$ cat src/common/slot_cache_pkg.sv
package slot_cache_pkg;

    // Datapath widths
    localparam int unsigned NUM_LANES = 2;
    localparam int unsigned MAX_W     = 8;
    localparam int unsigned DEN_W     = 16;
    localparam int unsigned ID_W      = 6;

    // One lane of softmax state
    typedef struct packed {
        logic [MAX_W-1:0] maximum;
        logic [DEN_W-1:0] denominator;
    } lane_t;

    // Per-slot payload, also the backing memory word
    typedef lane_t [NUM_LANES-1:0] slot_data_t;

    typedef enum logic {
        ALLOC,
        LOAD
    } req_op_e;

    typedef enum logic {
        UPDATE,
        FREE
    } upd_op_e;

    // Slot modification selected by the controller
    typedef enum logic [2:0] {
        KIND_ACQUIRE,
        KIND_FILL,
        KIND_UPDATE,
        KIND_FREE,
        KIND_HIT
    } slot_kind_e;

    typedef struct packed {
        req_op_e         op;
        logic [ID_W-1:0] id;
    } slot_req_t;

    typedef struct packed {
        upd_op_e         op;
        logic [ID_W-1:0] id;
        slot_data_t      data;
    } slot_upd_t;

    // Spill write to the backing memory
    typedef struct packed {
        logic [ID_W-1:0] id;
        slot_data_t      data;
    } mem_wr_t;

endpackage

$ cat src/design/op_fifo.sv
`timescale 1ns/1ps

module op_fifo #(
    parameter int unsigned WIDTH = 8,
    parameter int unsigned DEPTH = 2
) (
    input  logic             clk_i,
    input  logic             rst_ni,
    input  logic             push_valid_i,
    output logic             push_ready_o,
    input  logic [WIDTH-1:0] push_data_i,
    output logic             pop_valid_o,
    input  logic             pop_ready_i,
    output logic [WIDTH-1:0] pop_data_o
);

    localparam int unsigned PTR_W = (DEPTH > 1) ? $clog2(DEPTH) : 1;
    localparam int unsigned CNT_W = $clog2(DEPTH + 1);

    logic [WIDTH-1:0] mem_q [DEPTH];
    logic [PTR_W-1:0] wr_ptr_q;
    logic [PTR_W-1:0] rd_ptr_q;
    logic [CNT_W-1:0] count_q;
    logic             push;
    logic             pop;

    assign push_ready_o = (count_q != CNT_W'(DEPTH));
    assign pop_valid_o  = (count_q != '0);
    assign pop_data_o   = mem_q[rd_ptr_q];

    assign push = push_valid_i && push_ready_o;
    assign pop  = pop_valid_o && pop_ready_i;

    always_ff @(posedge clk_i or negedge rst_ni) begin
        if (!rst_ni) begin
            wr_ptr_q <= '0;
            rd_ptr_q <= '0;
            count_q  <= '0;
        end else begin
            // Pointers wrap explicitly so any depth works
            if (push) begin
                wr_ptr_q <= (wr_ptr_q == PTR_W'(DEPTH - 1)) ? '0 : wr_ptr_q + 1'b1;
            end
            if (pop) begin
                rd_ptr_q <= (rd_ptr_q == PTR_W'(DEPTH - 1)) ? '0 : rd_ptr_q + 1'b1;
            end
            if (push && !pop) begin
                count_q <= count_q + 1'b1;
            end else if (pop && !push) begin
                count_q <= count_q - 1'b1;
            end
        end
    end

    always_ff @(posedge clk_i) begin
        if (push) begin
            mem_q[wr_ptr_q] <= push_data_i;
        end
    end

    // A push refused while full stays offered until it is taken
    a_no_overflow: assert property (@(posedge clk_i) disable iff (!rst_ni)
        push_valid_i && !push_ready_o |=> push_valid_i && $stable(push_data_i));

endmodule

$ cat src/slot_cache/slot_array.sv
`timescale 1ns/1ps

module slot_array #(
    parameter int unsigned N_SLOTS = 4
) (
    input  logic                                   clk_i,
    input  logic                                   rst_ni,
    input  logic [slot_cache_pkg::ID_W-1:0]        match_id_i,
    input  logic [slot_cache_pkg::ID_W-1:0]        lookup_id_i,
    input  logic                                   we_i,
    input  slot_cache_pkg::slot_kind_e             kind_i,
    input  logic [slot_cache_pkg::ID_W-1:0]        new_id_i,
    input  slot_cache_pkg::slot_data_t             upd_data_i,
    input  slot_cache_pkg::slot_data_t             fill_data_i,
    output logic                                   hit_o,
    output logic                                   free_o,
    output logic                                   lookup_hit_o,
    output slot_cache_pkg::slot_data_t             lookup_data_o,
    output slot_cache_pkg::mem_wr_t                victim_o
);

    import slot_cache_pkg::*;

    localparam int unsigned IDX_W = $clog2(N_SLOTS);
    localparam int unsigned USE_W = 4;

    slot_data_t       data_q  [N_SLOTS];
    logic [USE_W-1:0] uses_q  [N_SLOTS];
    logic [ID_W-1:0]  id_q    [N_SLOTS];
    logic             valid_q [N_SLOTS];

    logic [IDX_W-1:0] hit_idx;
    logic [IDX_W-1:0] free_idx;
    logic [IDX_W-1:0] zero_idx;
    logic [IDX_W-1:0] tgt_idx;
    logic             zero_found;

    // Match, free and zero-use searches; the lowest index wins
    always_comb begin
        hit_o        = 1'b0;
        free_o       = 1'b0;
        zero_found   = 1'b0;
        lookup_hit_o = 1'b0;
        hit_idx      = '0;
        free_idx     = '0;
        zero_idx     = '0;
        lookup_data_o = data_q[0];
        for (int i = N_SLOTS - 1; i >= 0; i--) begin
            if (valid_q[i] && id_q[i] == match_id_i) begin
                hit_o   = 1'b1;
                hit_idx = IDX_W'(i);
            end
            if (!valid_q[i]) begin
                free_o   = 1'b1;
                free_idx = IDX_W'(i);
            end
            if (uses_q[i] == '0) begin
                zero_found = 1'b1;
                zero_idx   = IDX_W'(i);
            end
            if (valid_q[i] && id_q[i] == lookup_id_i) begin
                lookup_hit_o  = 1'b1;
                lookup_data_o = data_q[i];
            end
        end
    end

    assign tgt_idx = hit_o ? hit_idx : (free_o ? free_idx : zero_idx);

    // Slot that a spill writes back
    assign victim_o.id   = id_q[zero_idx];
    assign victim_o.data = data_q[zero_idx];

    always_ff @(posedge clk_i or negedge rst_ni) begin
        if (!rst_ni) begin
            for (int i = 0; i < N_SLOTS; i++) begin
                uses_q[i]  <= '0;
                id_q[i]    <= '0;
                valid_q[i] <= 1'b0;
            end
        end else if (we_i) begin
            case (kind_i)
                KIND_ACQUIRE, KIND_FILL: begin
                    uses_q[tgt_idx]  <= USE_W'(1);
                    id_q[tgt_idx]    <= new_id_i;
                    valid_q[tgt_idx] <= 1'b1;
                end
                KIND_UPDATE: uses_q[tgt_idx] <= uses_q[tgt_idx] - 1'b1;
                KIND_FREE: begin
                    uses_q[tgt_idx]  <= '0;
                    valid_q[tgt_idx] <= 1'b0;
                end
                default: uses_q[tgt_idx] <= uses_q[tgt_idx] + 1'b1;
            endcase
        end
    end

    always_ff @(posedge clk_i) begin
        if (we_i) begin
            case (kind_i)
                KIND_ACQUIRE: data_q[tgt_idx] <= '0;
                KIND_FILL:    data_q[tgt_idx] <= fill_data_i;
                KIND_UPDATE:  data_q[tgt_idx] <= upd_data_i;
                default:      data_q[tgt_idx] <= data_q[tgt_idx];
            endcase
        end
    end

    // A write with nowhere to go means the controller evicted a busy slot
    a_target_exists: assert property (@(posedge clk_i) disable iff (!rst_ni)
        we_i |-> (hit_o || free_o || zero_found));

endmodule

$ cat src/slot_cache/slot_cache_ctrl.sv
`timescale 1ns/1ps

module slot_cache_ctrl (
    input  logic                                clk_i,
    input  logic                                rst_ni,
    input  logic                                req_valid_i,
    input  slot_cache_pkg::slot_req_t           req_i,
    input  logic                                upd_valid_i,
    input  slot_cache_pkg::slot_upd_t           upd_i,
    input  logic                                hit_i,
    input  logic                                free_i,
    input  logic                                mem_wr_ready_i,
    input  logic                                mem_rd_ready_i,
    input  logic                                mem_rd_rsp_valid_i,
    output logic                                req_pop_o,
    output logic                                upd_pop_o,
    output logic [slot_cache_pkg::ID_W-1:0]     match_id_o,
    output logic                                we_o,
    output slot_cache_pkg::slot_kind_e          kind_o,
    output logic                                mem_wr_valid_o,
    output logic                                mem_rd_valid_o
);

    import slot_cache_pkg::*;

    typedef enum logic [1:0] {
        IDLE,
        WAIT_STORE,
        WAIT_LOAD,
        FINISHED
    } state_e;

    state_e state_q, state_d;
    logic   rd_sent_q, rd_sent_d;

    always_comb begin
        state_d        = state_q;
        rd_sent_d      = rd_sent_q;
        req_pop_o      = 1'b0;
        upd_pop_o      = 1'b0;
        we_o           = 1'b0;
        kind_o         = KIND_HIT;
        mem_wr_valid_o = 1'b0;
        mem_rd_valid_o = 1'b0;
        // Request ID stays on the match port while data moves
        match_id_o     = req_i.id;

        case (state_q)
            IDLE: begin
                if (upd_valid_i) begin
                    // Updates go first
                    match_id_o = upd_i.id;
                    we_o       = 1'b1;
                    kind_o     = (upd_i.op == UPDATE) ? KIND_UPDATE : KIND_FREE;
                    upd_pop_o  = 1'b1;
                end else if (req_valid_i) begin
                    if (hit_i) begin
                        we_o      = 1'b1;
                        req_pop_o = 1'b1;
                    end else if (free_i) begin
                        if (req_i.op == LOAD) begin
                            state_d = WAIT_LOAD;
                        end else begin
                            we_o      = 1'b1;
                            kind_o    = KIND_ACQUIRE;
                            req_pop_o = 1'b1;
                        end
                    end else begin
                        state_d = WAIT_STORE;
                    end
                end
            end
            WAIT_STORE: begin
                mem_wr_valid_o = 1'b1;
                if (mem_wr_ready_i) begin
                    if (req_i.op == ALLOC) begin
                        we_o      = 1'b1;
                        kind_o    = KIND_ACQUIRE;
                        req_pop_o = 1'b1;
                        state_d   = FINISHED;
                    end else begin
                        state_d = WAIT_LOAD;
                    end
                end
            end
            WAIT_LOAD: begin
                mem_rd_valid_o = !rd_sent_q;
                if (mem_rd_valid_o && mem_rd_ready_i) begin
                    rd_sent_d = 1'b1;
                end
                // Response only counts once the read was accepted
                if (rd_sent_q && mem_rd_rsp_valid_i) begin
                    we_o      = 1'b1;
                    kind_o    = KIND_FILL;
                    req_pop_o = 1'b1;
                    rd_sent_d = 1'b0;
                    state_d   = FINISHED;
                end
            end
            default: state_d = IDLE;
        endcase
    end

    always_ff @(posedge clk_i or negedge rst_ni) begin
        if (!rst_ni) begin
            state_q   <= IDLE;
            rd_sent_q <= 1'b0;
        end else begin
            state_q   <= state_d;
            rd_sent_q <= rd_sent_d;
        end
    end

    // A waiting spill keeps its valid and the request that selected the victim
    a_wr_valid_held: assert property (@(posedge clk_i) disable iff (!rst_ni)
        mem_wr_valid_o && !mem_wr_ready_i |=> mem_wr_valid_o && $stable(match_id_o));

endmodule

$ cat src/slot_cache/slot_cache_top.sv
`timescale 1ns/1ps

module slot_cache_top #(
    parameter int unsigned N_SLOTS   = 4,
    parameter int unsigned REQ_DEPTH = 4
) (
    input  logic                                clk_i,
    input  logic                                rst_ni,
    input  logic                                req_valid_i,
    output logic                                req_ready_o,
    input  slot_cache_pkg::slot_req_t           req_i,
    input  logic                                upd_valid_i,
    output logic                                upd_ready_o,
    input  slot_cache_pkg::slot_upd_t           upd_i,
    input  logic [slot_cache_pkg::ID_W-1:0]     lookup_id_i,
    output logic                                lookup_valid_o,
    output slot_cache_pkg::slot_data_t          lookup_data_o,
    output logic                                mem_wr_valid_o,
    input  logic                                mem_wr_ready_i,
    output slot_cache_pkg::mem_wr_t             mem_wr_o,
    output logic                                mem_rd_valid_o,
    input  logic                                mem_rd_ready_i,
    output logic [slot_cache_pkg::ID_W-1:0]     mem_rd_id_o,
    input  logic                                mem_rd_rsp_valid_i,
    input  slot_cache_pkg::slot_data_t          mem_rd_rsp_i
);

    import slot_cache_pkg::*;

    localparam int unsigned UPD_DEPTH = 2;

    slot_req_t       req_head;
    slot_upd_t       upd_head;
    logic            req_head_valid, upd_head_valid;
    logic            req_pop, upd_pop;
    logic            hit, free, we, lookup_hit;
    logic [ID_W-1:0] match_id;
    slot_kind_e      kind;

    op_fifo #(.WIDTH($bits(slot_req_t)), .DEPTH(REQ_DEPTH)) i_req_fifo (
        .clk_i, .rst_ni,
        .push_valid_i (req_valid_i),    .push_ready_o (req_ready_o),
        .push_data_i  (req_i),
        .pop_valid_o  (req_head_valid), .pop_ready_i  (req_pop),
        .pop_data_o   (req_head)
    );

    op_fifo #(.WIDTH($bits(slot_upd_t)), .DEPTH(UPD_DEPTH)) i_upd_fifo (
        .clk_i, .rst_ni,
        .push_valid_i (upd_valid_i),    .push_ready_o (upd_ready_o),
        .push_data_i  (upd_i),
        .pop_valid_o  (upd_head_valid), .pop_ready_i  (upd_pop),
        .pop_data_o   (upd_head)
    );

    slot_array #(.N_SLOTS(N_SLOTS)) i_slot_array (
        .clk_i, .rst_ni,
        .match_id_i   (match_id),        .lookup_id_i   (lookup_id_i),
        .we_i         (we),              .kind_i        (kind),
        .new_id_i     (req_head.id),     .upd_data_i    (upd_head.data),
        .fill_data_i  (mem_rd_rsp_i),
        .hit_o        (hit),             .free_o        (free),
        .lookup_hit_o (lookup_hit),      .lookup_data_o (lookup_data_o),
        .victim_o     (mem_wr_o)
    );

    slot_cache_ctrl i_ctrl (
        .clk_i, .rst_ni,
        .req_valid_i    (req_head_valid), .req_i          (req_head),
        .upd_valid_i    (upd_head_valid), .upd_i          (upd_head),
        .hit_i          (hit),            .free_i         (free),
        .mem_wr_ready_i, .mem_rd_ready_i, .mem_rd_rsp_valid_i,
        .req_pop_o      (req_pop),        .upd_pop_o      (upd_pop),
        .match_id_o     (match_id),       .we_o           (we),
        .kind_o         (kind),
        .mem_wr_valid_o, .mem_rd_valid_o
    );

    assign mem_rd_id_o = req_head.id;

    // Hide a slot whose pending update has not been applied yet
    assign lookup_valid_o = lookup_hit && !(upd_head_valid && upd_head.id == lookup_id_i);

endmodule

$ cat config.mk
export PLATFORM = sky130hd
export DESIGN_NAME = slot_cache_top
export DESIGN_NICKNAME = d
export VERILOG_FILES = /design/src/common/slot_cache_pkg.sv /design/src/design/op_fifo.sv /design/src/slot_cache/slot_array.sv /design/src/slot_cache/slot_cache_ctrl.sv /design/src/slot_cache/slot_cache_top.sv
export SDC_FILE = /design/constraint.sdc
export NUM_CORES = 1
export LEC_CHECK = 0
export BUFFER_PORTS_ARGS = -buffer_cell sky130_fd_sc_hd__buf_2
export CAP_MARGIN = 30
export CELL_PAD_IN_SITES_DETAIL_PLACEMENT = 0
export CELL_PAD_IN_SITES_GLOBAL_PLACEMENT = 1
export CORE_MARGIN = 3
export CORE_UTILIZATION = 45
export CTS_CLUSTER_DIAMETER = 40
export DETAILED_ROUTE_END_ITERATION = 10
export GPL_TIMING_DRIVEN = 0
export MAX_ROUTING_LAYER = met4
export PLACE_DENSITY_LB_ADDON = 0.1
export SKIP_CTS_REPAIR_TIMING = 1
export SYNTH_ARGS = -nofsm -noshare
export SYNTH_HDL_FRONTEND = slang
export SYNTH_SLANG_ARGS = --single-unit
export TNS_END_PERCENT = 5
$ cat constraint.sdc
create_clock -name clk_i -period 7.88 [get_ports clk_i]
set_clock_uncertainty 0.2 [all_clocks]
set_input_delay 0.394 -clock clk_i [delete_from_list [all_inputs] [get_ports clk_i]]
set_output_delay 0.394 -clock clk_i [all_outputs]
set_load 0.005 [all_outputs]
==> impl_metrics.env, run 1 <==
export IMPL_num_rows=73
export IMPL_place_congestion=0.918
export IMPL_met1_length_um=24600
export IMPL_ys_warn_count=0
export IMPL_cts_root_buf="clkbuf_16"
export IMPL_synthesis_area_mm2=0.0184
export IMPL_num_vias=13977
export IMPL_wl_per_cell_um=23.1
export IMPL_power_share_clock=0.225
export IMPL_wl_met2_um=26500
export IMPL_drt_wl_total_um=56600
export IMPL_yosysUniqueCellTypes=81
export IMPL_timing_final_crit_share=0.751
export IMPL_drt_pre_antenna_iters=5
export IMPL_slew_viol_final=0
export IMPL_finalHoldViolCount=0
export IMPL_fin_hold_ws_ns=0.00384
export IMPL_maxCapViolCount=0
export IMPL_initial_core_util=0.460
export IMPL_hpwl_um=39700
export IMPL_h_tree_depth=2
export IMPL_maxSlewHeadroom=0.343
export IMPL_design_die_area_mm2=0.0433
export IMPL_synth_area_per_cell_um2=12.3
export IMPL_path_class="reg2reg"
export IMPL_numClockSinks=388
export IMPL_track_usage=0.261
export IMPL_cts_buffers=57
export IMPL_layout_drive_gt1_share=0.226
export IMPL_ys_flop_type="edfxtp_1"
export IMPL_initialDrtViolationCount=1207
export IMPL_synth_edff_count=330
export IMPL_p_leak_uw=0.00875
export IMPL_required_ns=7.95
export IMPL_ant_nets=0
export IMPL_chipHeight_um=208
export IMPL_die_x_um=208
export IMPL_grt_first_pass_wirelength_um=83800
export IMPL_start_kind="flip-flop"
export IMPL_critPathCaptureType="flip-flop"
export IMPL_grt_max_degree=35
export IMPL_rsz0062_at_grt="no"
export IMPL_rrSetupSlack_ns=1.96
export IMPL_status="complete, no violations"
export IMPL_synth_fp_nets=1628
export IMPL_combinationalPowerShare=0.459
export IMPL_drc=0
export IMPL_wl_met3_um=4010
export IMPL_fin_util=0.579
export IMPL_power_internal_uw=6560
export IMPL_cts_buffer_depth=3
export IMPL_synthesis_instances=1491
export IMPL_cp_max_fo=10
export IMPL_min_path_type="in2reg"
export IMPL_cp_arrival_ns=5.99
export IMPL_ir_drop_mv=0.228
export IMPL_cts_tree="yes"
export IMPL_yosysSeqAreaShare=0.618
export IMPL_yosys_top_cells_area="edfxtp_1, dfrtp_1, nand2_1, o21ai_0, mux2i_1"
export IMPL_finalSetupViolations=0
export IMPL_vias_per_cell=5.72
export IMPL_seqPwrFrac=0.316
export IMPL_synth_top_area_share=0.539
export IMPL_num_nets_final=2007
export IMPL_ios=236
export IMPL_switching_share=0.408
export IMPL_ys_async_sr_fraction=0.149
export IMPL_layout_min_cycle_time_ns=5.92
export IMPL_power_density_mw_per_mm2=478
export IMPL_synth_area_leader_cell="edfxtp_1"
export IMPL_worstMarginPinSlew_ns=0.977
export IMPL_clkSlewWorstSetupHoldPaths_ns=0.05
export IMPL_grt_pass1_vias=13822
export IMPL_insertion_delay_ns=0.61
export IMPL_syn2layout_area_growth_pct=25.9
export IMPL_antenna_found_initial=0
export IMPL_highest_layer="met4"
export IMPL_p_sw_uw=4520
export IMPL_fillers=3367
export IMPL_coreArea_mm2=0.0400
export IMPL_gr_total_overflow=0
export IMPL_timing_fmax_ghz=0.169
export IMPL_ys_ff_latch=388
export IMPL_port_buffers=229
-- sequential cells by signal (all words and copies together), names as in the netlist, 3 cells and up, named ones only --
signal and cells:
i_req_fifo.count_q 3, i_req_fifo.mem_q 28, i_slot_array.data_q 192, i_slot_array.id_q 24, i_slot_array.uses_q 16, i_upd_fifo.mem_q 110
-- cell usage after synthesis (all sizes together) (22+ instances only) --
library cell and instances:
and2 57, nor2 35, dfrtp 58, xnor2 31
inv 31, a31oi 60, nand2 237, o21ai 160
mux2 46, clkbuf 81, a211oi 60, mux2i 72
buf 22, edfxtp 330, a221o 43
-- metal layers --
layer	GRT usage	vias to the layer above
met2	0.405	544
met5	-	-
met3	0.0525	106
li1	-	6405
met4	0.0753	0
met1	0.352	6922
-- final timing paths --
| check | startpoint | endpoint | cells past startpoint |
|---|---|---|---|
| min in group asynchronous | rst_ni | i_req_fifo.wr_ptr_q[1] | 2 |
| hold / removal | mem_rd_rsp_i[39] | i_slot_array.data_q[3][39] | 3 |
| max in group asynchronous | rst_ni | i_slot_array.uses_q[6] | 3 |
| setup / recovery | i_upd_fifo.rd_ptr_q | i_slot_array.data_q[0][46] | 15 |
| hold reg to reg | i_upd_fifo.count_q[1] | i_upd_fifo.count_q[1] | 1 |
| setup reg to reg | i_upd_fifo.rd_ptr_q | i_slot_array.data_q[0][46] | 15 |
-- power groups by stage --
stage | sequential (uW) | combinational (uW) | clock, uW
2_1_floorplan | 3450 | 2980 | 0
3_3_place_gp | 3590 | 4790 | 0
3_5_place_dp | 3520 | 5040 | 0
4_1_cts | 3490 | 5060 | 2540
5_1_grt | 3560 | 5520 | 2630
6_report | 3500 | 5090 | 2490
-- cell families (layout without fill, tap and decap cells) --
group / Yosys count / in the layout / synth area share
simple gates: 394 / 394 / 0.100
flops: 388 / 388 / 0.618
compound gates: 384 / 384 / 0.139
buf+inv: 134 / 561 / 0.0299
mux: 125 / 125 / 0.0781
xor+xnor: 52 / 52 / 0.0248
fa+ha+maj: 14 / 14 / 0.00993
other cells: 0 / 1 / 0
-- cells in the final DEF, fill, tap and decap left out, drive strengths merged, types with 21 or more instances in the layout --
cell type    netlist  layout
xor2              21      21
clkbuf            81     153
a221o             43      43
edfxtp           330     330
dfrtp             58      58
mux2i             72      72
a211oi            60      60
dlygate4sd3        0      67
xnor2             31      31
a31oi             60      60
mux2              46      46
o21ai            160     160
nand2            237     237
and2              57      57
inv               31      45
nor2              35      35
buf               22     275
-- metrics by stage --
stage               setup WS [ns]  power, uW  cells  instance area [um^2]  setup TNS [ns]
global route                 1.76      11700   2443                 23200               0
finish                       1.96      11100   2444                 23200               0
global placement            -2.96       8380   2245                 20200         -324.51
floorplan                   0.874       6430   1491                 18400               0
detailed placement           2.01       8570   2268                 20600               0
CTS                          1.99      11100   2375                 22500               0
-- worst max-delay path, cell delays in order (launching register included) --
cell	delay [ns]
dfrtp_1	0.32
buf_2	0.18
buf_2	0.45
mux2i_1	0.77
nand2_1	0.23
o21ai_1	0.24
o221ai_1	0.20
nor3_2	0.35
or2_1	0.26
o311ai_1	0.16
and2_4	0.20
nor4_2	0.84
buf_2	0.49
buf_2	0.28
nand2_1	0.07
o21ai_0	0.35
-- area by class of cell --
cell class                 count  area (um^2)  share of cell area
clock inverter                35          394              0.0170
sequential                   388        11400               0.491
clock buffer                  72         1500              0.0649
antenna                        1         2.50            0.000108
buffer                       103          434              0.0187
inverter                      31          116             0.00502
multi-input combinational    969         6530               0.282
timing repair buffer         320         2160              0.0934
tap                          525          657              0.0284
Note: power is estimated with default switching activity, not from simulation.
==> run 2, diff against run 1 <==
Clock period 7.88 ns to 6.04 ns, I/O delays scaled along.
==> run 2 against run 1 <==
Compared with the run above:
- the run now ends with negative hold slack left
- maximum frequency increased by 4.2%
- sequential share of layout area down 0.58 points
- combinational power increased by 31%
- flip-flop and latch count unchanged
==> impl_metrics.env, run 2 (synthesized netlist as in run 1, its figures left out) <==
export IMPL_status="finished, violations left"
export IMPL_violations="negative hold slack"
export IMPL_cp_arrival_ns=5.78
export IMPL_layout_drive_gt1_share=0.223
export IMPL_num_nets_final=2033
export IMPL_track_usage=0.261
export IMPL_cts_tree="yes"
export IMPL_layout_min_cycle_time_ns=5.68
export IMPL_grt_first_pass_wirelength_um=83800
export IMPL_critPathSlowestCell="mux2i_1"
export IMPL_start_kind="flip-flop"
export IMPL_die_x_um=208
export IMPL_port_buffers=229
export IMPL_path_cells="buf_2 -> buf_2 -> mux2i_1 -> a22oi_1 -> a21oi_1 -> a21oi_1 -> and4_1 -> or2_1 -> o311ai_2 -> nand3_2 -> nor3_4 -> nor2_1 -> nor3_2 -> buf_6 -> buf_4 -> buf_6"
export IMPL_required_ns=6.14
export IMPL_num_rows=73
export IMPL_timing_fmax_ghz=0.176
export IMPL_max_stage_delay_ns=0.69
export IMPL_power_density_mw_per_mm2=618
export IMPL_maxCapViolCount=0
export IMPL_vias_per_cell=5.70
export IMPL_largest_register="i_slot_array.data_q"
export IMPL_insertion_delay_ns=0.61
export IMPL_cts_buffers=57
export IMPL_instances_no_fill=2470
export IMPL_power_total_uw=14500
export IMPL_antenna_found_initial=0
export IMPL_fin_hold_ws_ns=-0.0427
export IMPL_p_leak_uw=0.00886
export IMPL_grt_pass1_vias=13822
export IMPL_finalSetupViolations=0
export IMPL_drc=0
export IMPL_finalSetupTns_ns=0
export IMPL_timing_final_crit_share=0.940
export IMPL_cp_max_fo=10
export IMPL_cts_root_buf="clkbuf_16"
export IMPL_final_cell_mix="edfxtp_1, buf_2, nand2_1, o21ai_0, clkbuf_1"
export IMPL_ir_drop_mv=0.299
export IMPL_slew_viol_final=0
export IMPL_initial_core_util=0.460
export IMPL_initialDrtViolationCount=1334
export IMPL_coreArea_mm2=0.0400
export IMPL_fillers=3334
export IMPL_drt_pre_antenna_iters=5
export IMPL_seq_area_mm2=0.0114
export IMPL_maxSlewHeadroom=0.357
export IMPL_h_tree_depth=2
export IMPL_cts_buffer_depth=3
export IMPL_design_die_area_mm2=0.0433
export IMPL_rsz0062_at_grt="no"
export IMPL_grt_max_degree=35
export IMPL_path_class="reg2reg"
export IMPL_clkSlewWorstSetupHoldPaths_ns=0.05
export IMPL_final_common_cell="edfxtp_1"
export IMPL_syn2layout_area_growth_pct=27.4
export IMPL_critPathCaptureType="flip-flop"
export IMPL_hpwl_um=39700
export IMPL_num_vias=14091
export IMPL_ios=236
export IMPL_chipHeight_um=208
export IMPL_multiInputGateArea_mm2=0.00654
export IMPL_largest_register_ffs=192
export IMPL_fin_util=0.586
export IMPL_top_regs="i_slot_array.data_q (192), i_upd_fifo.mem_q (110), i_req_fifo.mem_q (28)"
export IMPL_finalHoldViolCount=17
export IMPL_numClockSinks=388
export IMPL_min_path_type="in2reg"
export IMPL_placedCellCount=2268
export IMPL_gr_total_overflow=0
export IMPL_drt_wl_total_um=56800
export IMPL_wl_per_cell_um=23.0
export IMPL_ant_nets=0
export IMPL_worstMarginPinSlew_ns=0.964
export IMPL_place_congestion=0.918
-- run 2: report_power, final --
part / internal (uW) / leakage (uW) / switching (uW)
combinational: 2480 / 0.00419 / 4180
clock: 2010 / 0.000905 / 1250
sequential: 4080 / 0.00377 / 484
-- run 2: cell type report --
| class | instances | share of cell area |
|---|---|---|
| Inverter | 31 | 0.00497 |
| Buffer | 103 | 0.0185 |
| Multi-Input combinational cell | 969 | 0.279 |
| Antenna cell | 1 | 0.000107 |
| Clock inverter | 35 | 0.0168 |
| Timing Repair Buffer | 346 | 0.103 |
| Tap cell | 525 | 0.0280 |
| Sequential cell | 388 | 0.485 |
| Clock buffer | 72 | 0.0641 |
-- run 2: critical path: cells and delay by family (launching register included) --
family	cells	cell delay, ns
and+or+nand+nor	6	2.01
buffers and inverters	5	1.28
AOI/OAI and AO/OA	4	0.86
muxes	1	0.69
DFF	1	0.32
-- run 2: worst paths after layout --
| path | from | end | slack [ns] | cells past startpoint |
|---|---|---|---|---|
| worst max register to register | i_upd_fifo.rd_ptr_q | i_slot_array.data_q[0][21] | 0.36 | 16 |
| min in group asynchronous | rst_ni | i_req_fifo.wr_ptr_q[1] | 0.06 | 2 |
| worst max-delay path | i_upd_fifo.rd_ptr_q | i_slot_array.data_q[0][21] | 0.36 | 16 |
| worst min register to register | i_upd_fifo.count_q[1] | i_upd_fifo.count_q[1] | 0.33 | 1 |
| worst min-delay path | mem_rd_rsp_i[35] | i_slot_array.data_q[3][35] | -0.04 | 3 |
| max in group asynchronous | rst_ni | i_slot_array.id_q[20] | 4.95 | 3 |
-- run 2: routing by layer --
layer,part of all wire,wire length (um),GRT usage
met1,0.44,24700,0.352
met2,0.47,26700,0.405
met3,0.068,3870,0.0525
met4,0.026,1500,0.0753
met5,0,0,-
-- run 2: per-stage QoR --
| step | instance area (um^2) | setup WS (ns) | hold WS [ns] |
|---|---|---|---|
| floorplan | 18400 | -0.966 | -0.194 |
| global placement | 20200 | -4.80 | 0.275 |
| detailed placement | 20600 | 0.174 | 0.164 |
| CTS | 22500 | 0.155 | -0.478 |
| global route | 23400 | 0.0337 | 0.000601 |
| finish | 23400 | 0.359 | -0.0427 |
